<file path="src/mulPkg.sv">
`default_nettype none

package mulPkg;

    // ************************************************************************
    // Widths and depths of the multiply cluster
    // ************************************************************************

    localparam int XLEN     = 32;
    localparam int TAG_W    = 7;                  // Physical destination tag.
    localparam int REG_W    = 5;                  // Architectural register number.
    localparam int SQN_W    = 7;                  // Sequence numbers wrap at this width.

    localparam int IQ_DEPTH = 4;                  // Also the upstream credits after reset.
    localparam int RB_DEPTH = 4;
    localparam int IQ_PTR_W = $clog2(IQ_DEPTH);
    localparam int RB_PTR_W = $clog2(RB_DEPTH);

    localparam int CREDIT_W = 3;
    localparam int CNT_W    = 3;                  // Holds any count from 0 to a full queue.

    // Partial-product steps of the multiplier in the cluster. The counter width
    // leaves room for up to 15 steps.
    localparam int MUL_STAGES  = 4;
    localparam int MUL_STAGE_W = 4;

    // ************************************************************************
    // Opcodes
    // ************************************************************************

    typedef enum logic [1:0] {
        MUL_MUL   = 2'd0,                         // Low half, any signedness.
        MUL_MULH  = 2'd1,                         // High half, signed by signed.
        MUL_MULSU = 2'd2,                         // High half, signed by unsigned.
        MUL_MULU  = 2'd3                          // High half, unsigned by unsigned.
    } MulOp;

    // ************************************************************************
    // Sequence age
    // ************************************************************************

    // True when a was dispatched after b, taking wrap-around into account.
    function automatic logic isYounger(input logic [SQN_W-1:0] a,
                                       input logic [SQN_W-1:0] b);
        logic [SQN_W-1:0] diff;
        diff = a - b;
        return $signed(diff) > 0;
    endfunction

endpackage

`default_nettype wire

</file>
<file path="src/mulIssueQueue.sv">
`timescale 1ns/1ns
`default_nettype none

module mulIssueQueue (
    input  wire                         clk,
    input  wire                         rst,
    input  wire                         inValid,
    input  wire mulPkg::MulOp           inOp,
    input  wire [mulPkg::XLEN-1:0]      inSrcA,
    input  wire [mulPkg::XLEN-1:0]      inSrcB,
    input  wire [mulPkg::TAG_W-1:0]     inTagDst,
    input  wire [mulPkg::REG_W-1:0]     inNmDst,
    input  wire [mulPkg::SQN_W-1:0]     inSqN,
    input  wire [mulPkg::XLEN-1:0]      inPc,
    input  wire                         busy,
    input  wire                         canReserve,
    input  wire                         branchTaken,
    input  wire [mulPkg::SQN_W-1:0]     branchSqN,
    output logic [mulPkg::CREDIT_W-1:0] creditReturn,
    output logic                        issueValid,
    output mulPkg::MulOp                issueOp,
    output logic [mulPkg::XLEN-1:0]     issueSrcA,
    output logic [mulPkg::XLEN-1:0]     issueSrcB,
    output logic [mulPkg::TAG_W-1:0]    issueTagDst,
    output logic [mulPkg::REG_W-1:0]    issueNmDst,
    output logic [mulPkg::SQN_W-1:0]    issueSqN,
    output logic [mulPkg::XLEN-1:0]     issuePc
);
    import mulPkg::*;

    MulOp                opQ    [IQ_DEPTH];
    logic [XLEN-1:0]     srcAQ  [IQ_DEPTH];
    logic [XLEN-1:0]     srcBQ  [IQ_DEPTH];
    logic [TAG_W-1:0]    tagQ   [IQ_DEPTH];
    logic [REG_W-1:0]    nmQ    [IQ_DEPTH];
    logic [SQN_W-1:0]    sqNQ   [IQ_DEPTH];
    logic [XLEN-1:0]     pcQ    [IQ_DEPTH];
    logic [IQ_DEPTH-1:0] validQ;
    logic [IQ_PTR_W-1:0] head;
    logic [IQ_PTR_W-1:0] tail;

    logic [IQ_DEPTH-1:0] kill;
    logic [CNT_W-1:0]    killCount;
    logic                inKilled;
    logic                accept;

    assign issueValid  = validQ[head] && !busy && canReserve;
    assign issueOp     = opQ[head];
    assign issueSrcA   = srcAQ[head];
    assign issueSrcB   = srcBQ[head];
    assign issueTagDst = tagQ[head];
    assign issueNmDst  = nmQ[head];
    assign issueSqN    = sqNQ[head];
    assign issuePc     = pcQ[head];

    assign inKilled = inValid && branchTaken && isYounger(inSqN, branchSqN);
    assign accept   = inValid && !inKilled;

    // A head that issues while being flushed is dropped downstream, so it is
    // counted once here as a pop and not again as a kill.
    always_comb begin
        killCount = '0;
        for (int i = 0; i < IQ_DEPTH; i++) begin
            kill[i] = validQ[i] && branchTaken && isYounger(sqNQ[i], branchSqN)
                      && !(issueValid && IQ_PTR_W'(i) == head);
            killCount = killCount + CNT_W'(kill[i]);
        end
    end

    assign creditReturn = CREDIT_W'(killCount) + CREDIT_W'(issueValid) + CREDIT_W'(inKilled);

    always_ff @(posedge clk) begin
        if (rst) begin
            validQ <= '0;
            head   <= '0;
            tail   <= '0;
        end else begin
            for (int i = 0; i < IQ_DEPTH; i++) begin
                if (kill[i])
                    validQ[i] <= 1'b0;
            end
            if (issueValid) begin
                validQ[head] <= 1'b0;
                head         <= head + 1'b1;
            end
            if (accept)
                validQ[tail] <= 1'b1;
            tail <= tail - IQ_PTR_W'(killCount) + IQ_PTR_W'(accept); // Killed run is the tail.
        end
    end

    always_ff @(posedge clk) begin
        if (accept) begin
            opQ[tail]   <= inOp;
            srcAQ[tail] <= inSrcA;
            srcBQ[tail] <= inSrcB;
            tagQ[tail]  <= inTagDst;
            nmQ[tail]   <= inNmDst;
            sqNQ[tail]  <= inSqN;
            pcQ[tail]   <= inPc;
        end
    end

endmodule

`default_nettype wire

</file>
<file path="src/multiplySmall.sv">
`timescale 1ns/1ns
`default_nettype none

module multiplySmall #(
    parameter int NUM_STAGES = 4
) (
    input  wire                      clk,
    input  wire                      rst,
    input  wire                      issueValid,
    input  wire mulPkg::MulOp        issueOp,
    input  wire [mulPkg::XLEN-1:0]   issueSrcA,
    input  wire [mulPkg::XLEN-1:0]   issueSrcB,
    input  wire [mulPkg::TAG_W-1:0]  issueTagDst,
    input  wire [mulPkg::REG_W-1:0]  issueNmDst,
    input  wire [mulPkg::SQN_W-1:0]  issueSqN,
    input  wire [mulPkg::XLEN-1:0]   issuePc,
    input  wire                      branchTaken,
    input  wire [mulPkg::SQN_W-1:0]  branchSqN,
    output logic                     busy,
    output logic                     doneValid,
    output logic [mulPkg::XLEN-1:0]  doneResult,
    output logic [mulPkg::TAG_W-1:0] doneTagDst,
    output logic [mulPkg::REG_W-1:0] doneNmDst,
    output logic [mulPkg::SQN_W-1:0] doneSqN,
    output logic [mulPkg::XLEN-1:0]  donePc
);
    import mulPkg::*;

    logic [XLEN-1:0]        srcA;
    logic [XLEN-1:0]        srcB;
    logic [2*XLEN-1:0]      acc;
    logic                   invert;                 // Product of magnitudes must be negated.
    logic                   high;                   // Upper half is the result.
    logic [TAG_W-1:0]       tagDst;
    logic [REG_W-1:0]       nmDst;
    logic [SQN_W-1:0]       sqN;
    logic [XLEN-1:0]        pc;
    logic                   valid;
    logic [MUL_STAGE_W-1:0] stage;

    logic                   killHeld;
    logic                   killIn;
    logic                   finish;
    logic [2*XLEN-1:0]      partial;

    assign killHeld = branchTaken && isYounger(sqN, branchSqN);
    assign killIn   = branchTaken && isYounger(issueSqN, branchSqN);
    assign finish   = valid && (stage == MUL_STAGE_W'(NUM_STAGES));
    assign busy     = valid && !finish;             // The next op may load while this one ends.

    // srcA times one slice of srcB, moved up to the weight of that slice.
    assign partial = ({{XLEN{1'b0}}, srcA} * srcB[stage*(XLEN/NUM_STAGES) +: XLEN/NUM_STAGES])
                     << (stage*(XLEN/NUM_STAGES));

    always_ff @(posedge clk) begin
        if (rst) begin
            valid     <= 1'b0;
            stage     <= '0;
            doneValid <= 1'b0;
        end else begin
            doneValid <= finish && !killHeld;
            if (issueValid && !killIn) begin
                valid <= 1'b1;
                stage <= '0;
            end else if (finish || killHeld) begin
                valid <= 1'b0;
            end else if (valid) begin
                stage <= stage + 1'b1;
            end
        end
    end

    always_ff @(posedge clk) begin
        if (issueValid) begin
            acc    <= '0;
            tagDst <= issueTagDst;
            nmDst  <= issueNmDst;
            sqN    <= issueSqN;
            pc     <= issuePc;
            high   <= (issueOp != MUL_MUL);
            case (issueOp)
                MUL_MULH: begin
                    invert <= issueSrcA[XLEN-1] ^ issueSrcB[XLEN-1];
                    srcA   <= issueSrcA[XLEN-1] ? -issueSrcA : issueSrcA;
                    srcB   <= issueSrcB[XLEN-1] ? -issueSrcB : issueSrcB;
                end
                MUL_MULSU: begin
                    invert <= issueSrcA[XLEN-1];
                    srcA   <= issueSrcA[XLEN-1] ? -issueSrcA : issueSrcA;
                    srcB   <= issueSrcB;
                end
                default: begin                      // Low half needs no sign handling.
                    invert <= 1'b0;
                    srcA   <= issueSrcA;
                    srcB   <= issueSrcB;
                end
            endcase
        end else if (valid && !finish) begin
            acc <= acc + partial;
        end

        // Negating the full product carries into the upper half only when the lower half is 0.
        if (finish) begin
            if (!high)
                doneResult <= acc[XLEN-1:0];
            else if (invert)
                doneResult <= ~acc[2*XLEN-1:XLEN] + XLEN'(acc[XLEN-1:0] == '0);
            else
                doneResult <= acc[2*XLEN-1:XLEN];
            doneTagDst <= tagDst;
            doneNmDst  <= nmDst;
            doneSqN    <= sqN;
            donePc     <= pc;
        end
    end

endmodule

`default_nettype wire

</file>
<file path="src/mulResultBuffer.sv">
`timescale 1ns/1ns
`default_nettype none

module mulResultBuffer (
    input  wire                      clk,
    input  wire                      rst,
    input  wire                      issueValid,
    input  wire [mulPkg::SQN_W-1:0]  issueSqN,
    input  wire                      doneValid,
    input  wire [mulPkg::XLEN-1:0]   doneResult,
    input  wire [mulPkg::TAG_W-1:0]  doneTagDst,
    input  wire [mulPkg::REG_W-1:0]  doneNmDst,
    input  wire [mulPkg::SQN_W-1:0]  doneSqN,
    input  wire [mulPkg::XLEN-1:0]   donePc,
    input  wire                      wbCredit,
    input  wire                      branchTaken,
    input  wire [mulPkg::SQN_W-1:0]  branchSqN,
    output logic                     canReserve,
    output logic                     outValid,
    output logic [mulPkg::XLEN-1:0]  outResult,
    output logic [mulPkg::TAG_W-1:0] outTagDst,
    output logic [mulPkg::REG_W-1:0] outNmDst,
    output logic [mulPkg::SQN_W-1:0] outSqN,
    output logic [mulPkg::XLEN-1:0]  outPc
);
    import mulPkg::*;

    logic [XLEN-1:0]     resQ  [RB_DEPTH];
    logic [TAG_W-1:0]    tagQ  [RB_DEPTH];
    logic [REG_W-1:0]    nmQ   [RB_DEPTH];
    logic [SQN_W-1:0]    sqNQ  [RB_DEPTH];
    logic [XLEN-1:0]     pcQ   [RB_DEPTH];
    logic [RB_DEPTH-1:0] validQ;
    logic [RB_PTR_W-1:0] head;
    logic [RB_PTR_W-1:0] tail;
    logic [CNT_W-1:0]    resvCount;                 // Issued ops that still own a slot.
    logic                infValid;                  // An op is inside the multiplier.
    logic [SQN_W-1:0]    infSqN;
    logic [CREDIT_W-1:0] credits;

    logic [RB_DEPTH-1:0] kill;
    logic [CNT_W-1:0]    killCount;
    logic [CNT_W-1:0]    occupied;
    logic                issueAcc;
    logic                doneKeep;
    logic                doneIsInf;
    logic                infKill;

    assign issueAcc  = issueValid && !(branchTaken && isYounger(issueSqN, branchSqN));
    assign doneKeep  = doneValid && !(branchTaken && isYounger(doneSqN, branchSqN));
    assign doneIsInf = doneValid && infValid && (doneSqN == infSqN);
    // A flushed result on the done port gives its slot back through doneValid.
    assign infKill   = infValid && !doneIsInf && branchTaken && isYounger(infSqN, branchSqN);

    always_comb begin
        killCount = '0;
        occupied  = '0;
        for (int i = 0; i < RB_DEPTH; i++) begin
            kill[i]   = validQ[i] && branchTaken && isYounger(sqNQ[i], branchSqN);
            killCount = killCount + CNT_W'(kill[i]);
            occupied  = occupied + CNT_W'(validQ[i]);
        end
    end

    assign canReserve = ({1'b0, occupied} + {1'b0, resvCount}) < (CNT_W+1)'(RB_DEPTH);
    assign outValid   = validQ[head] && (credits != '0) && !kill[head];
    assign outResult  = resQ[head];
    assign outTagDst  = tagQ[head];
    assign outNmDst   = nmQ[head];
    assign outSqN     = sqNQ[head];
    assign outPc      = pcQ[head];

    always_ff @(posedge clk) begin
        if (rst) begin
            validQ    <= '0;
            head      <= '0;
            tail      <= '0;
            resvCount <= '0;
            infValid  <= 1'b0;
            credits   <= '0;
        end else begin
            for (int i = 0; i < RB_DEPTH; i++) begin
                if (kill[i])
                    validQ[i] <= 1'b0;
            end
            if (outValid) begin
                validQ[head] <= 1'b0;
                head         <= head + 1'b1;
            end
            if (doneKeep)
                validQ[tail] <= 1'b1;
            tail      <= tail - RB_PTR_W'(killCount) + RB_PTR_W'(doneKeep);
            resvCount <= resvCount + CNT_W'(issueAcc) - CNT_W'(doneValid) - CNT_W'(infKill);
            if (issueAcc) begin
                infValid <= 1'b1;
                infSqN   <= issueSqN;
            end else if (doneIsInf || infKill) begin
                infValid <= 1'b0;
            end
            credits <= credits + CREDIT_W'(wbCredit) - CREDIT_W'(outValid);
        end
    end

    always_ff @(posedge clk) begin
        if (doneKeep) begin
            resQ[tail] <= doneResult;
            tagQ[tail] <= doneTagDst;
            nmQ[tail]  <= doneNmDst;
            sqNQ[tail] <= doneSqN;
            pcQ[tail]  <= donePc;
        end
    end

endmodule

`default_nettype wire

</file>
<file path="src/mulCluster.sv">
`timescale 1ns/1ns
`default_nettype none

module mulCluster (
    input  wire                         clk,
    input  wire                         rst,
    input  wire                         inValid,
    input  wire mulPkg::MulOp           inOp,
    input  wire [mulPkg::XLEN-1:0]      inSrcA,
    input  wire [mulPkg::XLEN-1:0]      inSrcB,
    input  wire [mulPkg::TAG_W-1:0]     inTagDst,
    input  wire [mulPkg::REG_W-1:0]     inNmDst,
    input  wire [mulPkg::SQN_W-1:0]     inSqN,
    input  wire [mulPkg::XLEN-1:0]      inPc,
    output logic [mulPkg::CREDIT_W-1:0] creditReturn,
    input  wire                         branchTaken,
    input  wire [mulPkg::SQN_W-1:0]     branchSqN,
    input  wire                         wbCredit,
    output logic                        outValid,
    output logic [mulPkg::XLEN-1:0]     outResult,
    output logic [mulPkg::TAG_W-1:0]    outTagDst,
    output logic [mulPkg::REG_W-1:0]    outNmDst,
    output logic [mulPkg::SQN_W-1:0]    outSqN,
    output logic [mulPkg::XLEN-1:0]     outPc
);
    import mulPkg::*;

    // ************************************************************************
    // Queue to multiplier
    // ************************************************************************

    logic             issueValid;
    MulOp             issueOp;
    logic [XLEN-1:0]  issueSrcA;
    logic [XLEN-1:0]  issueSrcB;
    logic [TAG_W-1:0] issueTagDst;
    logic [REG_W-1:0] issueNmDst;
    logic [SQN_W-1:0] issueSqN;
    logic [XLEN-1:0]  issuePc;
    logic             busy;
    logic             canReserve;

    // ************************************************************************
    // Multiplier to result buffer
    // ************************************************************************

    logic             doneValid;
    logic [XLEN-1:0]  doneResult;
    logic [TAG_W-1:0] doneTagDst;
    logic [REG_W-1:0] doneNmDst;
    logic [SQN_W-1:0] doneSqN;
    logic [XLEN-1:0]  donePc;

    mulIssueQueue issueQueue (
        .clk(clk), .rst(rst),
        .inValid(inValid), .inOp(inOp), .inSrcA(inSrcA), .inSrcB(inSrcB),
        .inTagDst(inTagDst), .inNmDst(inNmDst), .inSqN(inSqN), .inPc(inPc),
        .busy(busy), .canReserve(canReserve),
        .branchTaken(branchTaken), .branchSqN(branchSqN),
        .creditReturn(creditReturn),
        .issueValid(issueValid), .issueOp(issueOp),
        .issueSrcA(issueSrcA), .issueSrcB(issueSrcB),
        .issueTagDst(issueTagDst), .issueNmDst(issueNmDst),
        .issueSqN(issueSqN), .issuePc(issuePc)
    );

    multiplySmall #(.NUM_STAGES(MUL_STAGES)) multiplier (
        .clk(clk), .rst(rst),
        .issueValid(issueValid), .issueOp(issueOp),
        .issueSrcA(issueSrcA), .issueSrcB(issueSrcB),
        .issueTagDst(issueTagDst), .issueNmDst(issueNmDst),
        .issueSqN(issueSqN), .issuePc(issuePc),
        .branchTaken(branchTaken), .branchSqN(branchSqN),
        .busy(busy),
        .doneValid(doneValid), .doneResult(doneResult),
        .doneTagDst(doneTagDst), .doneNmDst(doneNmDst),
        .doneSqN(doneSqN), .donePc(donePc)
    );

    mulResultBuffer resultBuffer (
        .clk(clk), .rst(rst),
        .issueValid(issueValid), .issueSqN(issueSqN),
        .doneValid(doneValid), .doneResult(doneResult),
        .doneTagDst(doneTagDst), .doneNmDst(doneNmDst),
        .doneSqN(doneSqN), .donePc(donePc),
        .wbCredit(wbCredit),
        .branchTaken(branchTaken), .branchSqN(branchSqN),
        .canReserve(canReserve),
        .outValid(outValid), .outResult(outResult),
        .outTagDst(outTagDst), .outNmDst(outNmDst),
        .outSqN(outSqN), .outPc(outPc)
    );

endmodule

`default_nettype wire

</file>
<file path="config.mk">
export PLATFORM = sky130hd
export DESIGN_NAME = mulCluster
export DESIGN_NICKNAME = d
export VERILOG_FILES = /design/src/mulPkg.sv /design/src/mulIssueQueue.sv /design/src/multiplySmall.sv /design/src/mulResultBuffer.sv /design/src/mulCluster.sv
export SDC_FILE = /design/constraint.sdc
export NUM_CORES = 2
export LEC_CHECK = 0
export ABC_CLOCK_PERIOD_IN_PS = 34400
export BUFFER_PORTS_ARGS = -buffer_cell sky130_fd_sc_hd__buf_2
export CORE_AREA = 2 2 410 412
export CTS_CLUSTER_SIZE = 16
export DETAILED_ROUTE_END_ITERATION = 8
export DIE_AREA = 0 0 412 414
export PLACE_DENSITY = 0.48
export SLEW_MARGIN = 20
export SYNTH_ARGS = -nofsm -noshare
export SYNTH_HDL_FRONTEND = slang
export SYNTH_SLANG_ARGS = --single-unit
</file>
<file path="constraint.sdc">
create_clock -name clk -period 34.4 [get_ports clk]
set_input_delay 1.72 -clock clk [delete_from_list [all_inputs] [get_ports clk]]
set_output_delay 1.72 -clock clk [all_outputs]
set_load 0.02 [all_outputs]
</file>
==> flow_summary.rst <==
.. list-table::
   :header-rows: 1

   * - Metric
     - Value
   * - Post-DP HPWL
     - roughly 100000 um
   * - Largest stage delay on the critical path
     - between 0.8 and 0.9 ns
   * - Routed WL
     - 147000 um
   * - Final core area utilization
     - 0.390
   * - TritonRoute pass-1 iters
     - 5
   * - Fmax
     - 0.0898 GHz
   * - Critical Path Source Type
     - flop
   * - Leading cell type in the layout, fill and taps excluded
     - edfxtp_1
   * - Fraction of final layout cells sized beyond drive strength 1
     - 0.158
   * - Avg WL per Cell
     - 22.1 um
   * - DIE WIDTH
     - between 400 and 500 um
   * - Unrepaired setup endpoints after global routing
     - false
   * - Minimum clock period after layout
     - about 11 ns
   * - Total clock buffers created by CTS
     - ~120
   * - Clock tree from TritonCTS
     - built
   * - First-pass GRT wire length
     - ~220000 um
   * - Clk Latency, worst-skew pair
     - 0.78 ns
   * - Worst slew margin relative to its limit
     - 0.288
   * - Maximum fanout encountered on the critical timing path
     - 134
   * - Number of H-tree levels
     - 3
   * - Vias per std cell
     - 5.18
   * - Gates resized, CTS repair
     - 0
   * - Final Hold Viols
     - 0
   * - Classification of the worst setup path
     - flop to flop
   * - Worst Hold Class
     - flop to flop
   * - Post-synthesis sequential area ratio
     - 0.557
   * - Cell with the largest stage delay on the worst path
     - buf_4
   * - Area growth from synthesis to layout
     - 12.4%
   * - Hold path depth
     - 0
   * - Hold buffers post-CTS
     - 0
   * - Number of flops mapped to enable cells by yosys
     - between 1000 and 1500
   * - Core area
     - around 0.17 mm2
   * - Yosys warning count
     - 0
   * - Number of distinct standard cells referenced by the synthesized netlist
     - 105
   * - Antenna violation net count after detailed routing
     - 0
   * - Gp weighted congestion
     - between 0.8 and 0.9
   * - Final sum of negative setup slack
     - 0 ns
   * - Actual transition at the worst max-transition pin
     - between 1 and 1.5 ns
   * - Final critical-path share of the clock period
     - 0.324
   * - Fin Clk Skew
     - between 0.06 and 0.07 ns
   * - NumNets Final
     - a little under 5000
   * - Total congestion overflow after global routing
     - 0
   * - Kind of end point of the critical path
     - flop
   * - Number of cells on the worst reg-to-reg path
     - 33
   * - Number of filler cells placed in the layout
     - approximately 16000
   * - Data arrival time at the worst-slack endpoint
     - around 12 ns
   * - Worst hold-check slack
     - ~0.38 ns
   * - Gate count after technology mapping
     - approximately 4200
   * - Row count
     - 150
   * - Post-synth net total
     - 4728
   * - Input/output buffers
     - approximately 220
   * - Number of global-route vias before repair
     - around 36000
   * - Setup WS post-layout
     - between 20 and 25 ns
   * - Post-synthesis average cell area
     - around 14 um2
   * - Final routed DRC violation total
     - 0
   * - Area of the mapped netlist
     - a little under 0.06 mm2
   * - Total routing resource utilization after global routing
     - 0.172
   * - Run status
     - completed
   * - Total of max-cap violations
     - 0
   * - Total via count in the routed design
     - 34500
   * - Antenna violations before repair
     - 21
   * - Starting Density
     - 0.347
   * - Die footprint
     - roughly 0.17 mm2
   * - Clock transition at the register clock pins on the worst setup and hold paths after CTS
     - around 0.070 ns
   * - Die Height
     - 414 um
   * - Clock Root Buffer
     - clkbuf_16
   * - Largest net degree at the start of global routing
     - approximately 140
   * - #FFs+latches synth
     - roughly 1100
   * - Total I/O pin count
     - between 200 and 250
   * - Async SR Flop Fraction
     - 0
   * - Buffer depth of the longest clock path
     - 3
   * - CTS sink count
     - ~1100
   * - Worst slack after detailed placement
     - between 20 and 25 ns
   * - Max-slew violation count
     - 0
   * - Most frequent cells in the layout
     - edfxtp_1, inv_1, ha_1
   * - Final Setup Violations
     - 0
   * - Post CTS Setup Buffer Count
     - 0
   * - Most used flip-flop cell after synthesis
     - edfxtp_1
   * - WP data required
     - around 35 ns
   * - Number of DRC markers in iteration 0
     - between 2000 and 2500
## registers in the layout (all words and copies together), names as in the netlist, 8 cells and up, named ones only
signal	count
issueQueue.opQ	8
multiplier.acc	64
issueQueue.sqNQ	28
issueQueue.pcQ	128
issueQueue.nmQ	20
multiplier.srcB	32
multiplier.doneResult	32
resultBuffer.sqNQ	28
resultBuffer.nmQ	20
multiplier.pc	32
resultBuffer.tagQ	28
resultBuffer.resQ	128
multiplier.srcA	32
issueQueue.srcBQ	128
issueQueue.tagQ	28
multiplier.donePc	32
issueQueue.srcAQ	128
resultBuffer.pcQ	128
## kinds of logic after synthesis
family | after synthesis | share of synthesized area
adder cells (fa/ha/maj) | 434 | 0.120
buffers and inverters | 486 | 0.0326
XOR/XNOR | 273 | 0.0414
flip-flops | 1104 | 0.557
AND/OR/NAND/NOR | 946 | 0.0859
AO/OA/AOI/OAI | 680 | 0.0748
multiplexers | 242 | 0.0875
## final timing paths
kind	start	to	slack, ns
hold / removal	multiplier.pc[24]	multiplier.donePc[24]	0.38
setup reg to reg	multiplier.stage[2]	multiplier.acc[58]	23.26
setup / recovery	multiplier.stage[2]	multiplier.acc[58]	23.26
hold reg to reg	multiplier.pc[24]	multiplier.donePc[24]	0.38
## per-layer routing
metal | track usage | share of wire | wire, um | vias to the layer above
met3 | 0.0323 | 0.049 | 7150 | 252
met4 | 0.0497 | 0.028 | 4090 | 24
li1 | - | - | - | 15900
met5 | 0 | 0.0010 | 153 | -
met1 | 0.234 | 0.45 | 66000 | 17500
met2 | 0.280 | 0.47 | 69800 | 793
## worst max-delay path: cells and delay by family (launching register included)
kind,cells,cell delay [ns]
AOI/OAI and AO/OA,16,4.34
xor gates and xnor gates,2,0.39
adders and majority gates,6,2.84
buffers and inverters,4,1.49
DFF,1,0.56
muxes,1,0.35
and+or+nand+nor,4,0.91
## cell type report
type	instances	area [um2]	share of cell area
Multi-Input combinational cell	2575	23700	0.366
Clock inverter	59	562	0.00866
Inverter	313	1180	0.0183
Tap cell	2204	2760	0.0425
Timing Repair Buffer	254	1370	0.0211
Antenna cell	4	10.0	0.000154
Sequential cell	1104	32200	0.496
Clock buffer	152	3060	0.0472
## cells in the mapped netlist (127+ instances only)
cell type	instances	area, um2
edfxtp_1	1007	30200
inv_1	309	1160
and3_1	232	1450
ha_1	232	2900
nand2_1	223	837
a21oi_1	214	1070
mux4_2	209	4710
fa_1	202	4040
nor2_1	189	709
o21ai_0	154	771
xor2_1	150	1310
clkbuf_1	127	477
## through the flow
step / cells / area, um2
2_1_floorplan: 4165 / 57700
3_3_place_gp: 6450 / 61200
3_5_place_dp: 6450 / 61200
4_1_cts: 6661 / 64900
5_1_grt: 6661 / 64900
6_report: 6665 / 64900
Power is left out: the tool's default activity adds up to more than one toggle a clock period on the data nets, which glitch-free logic cannot reach.
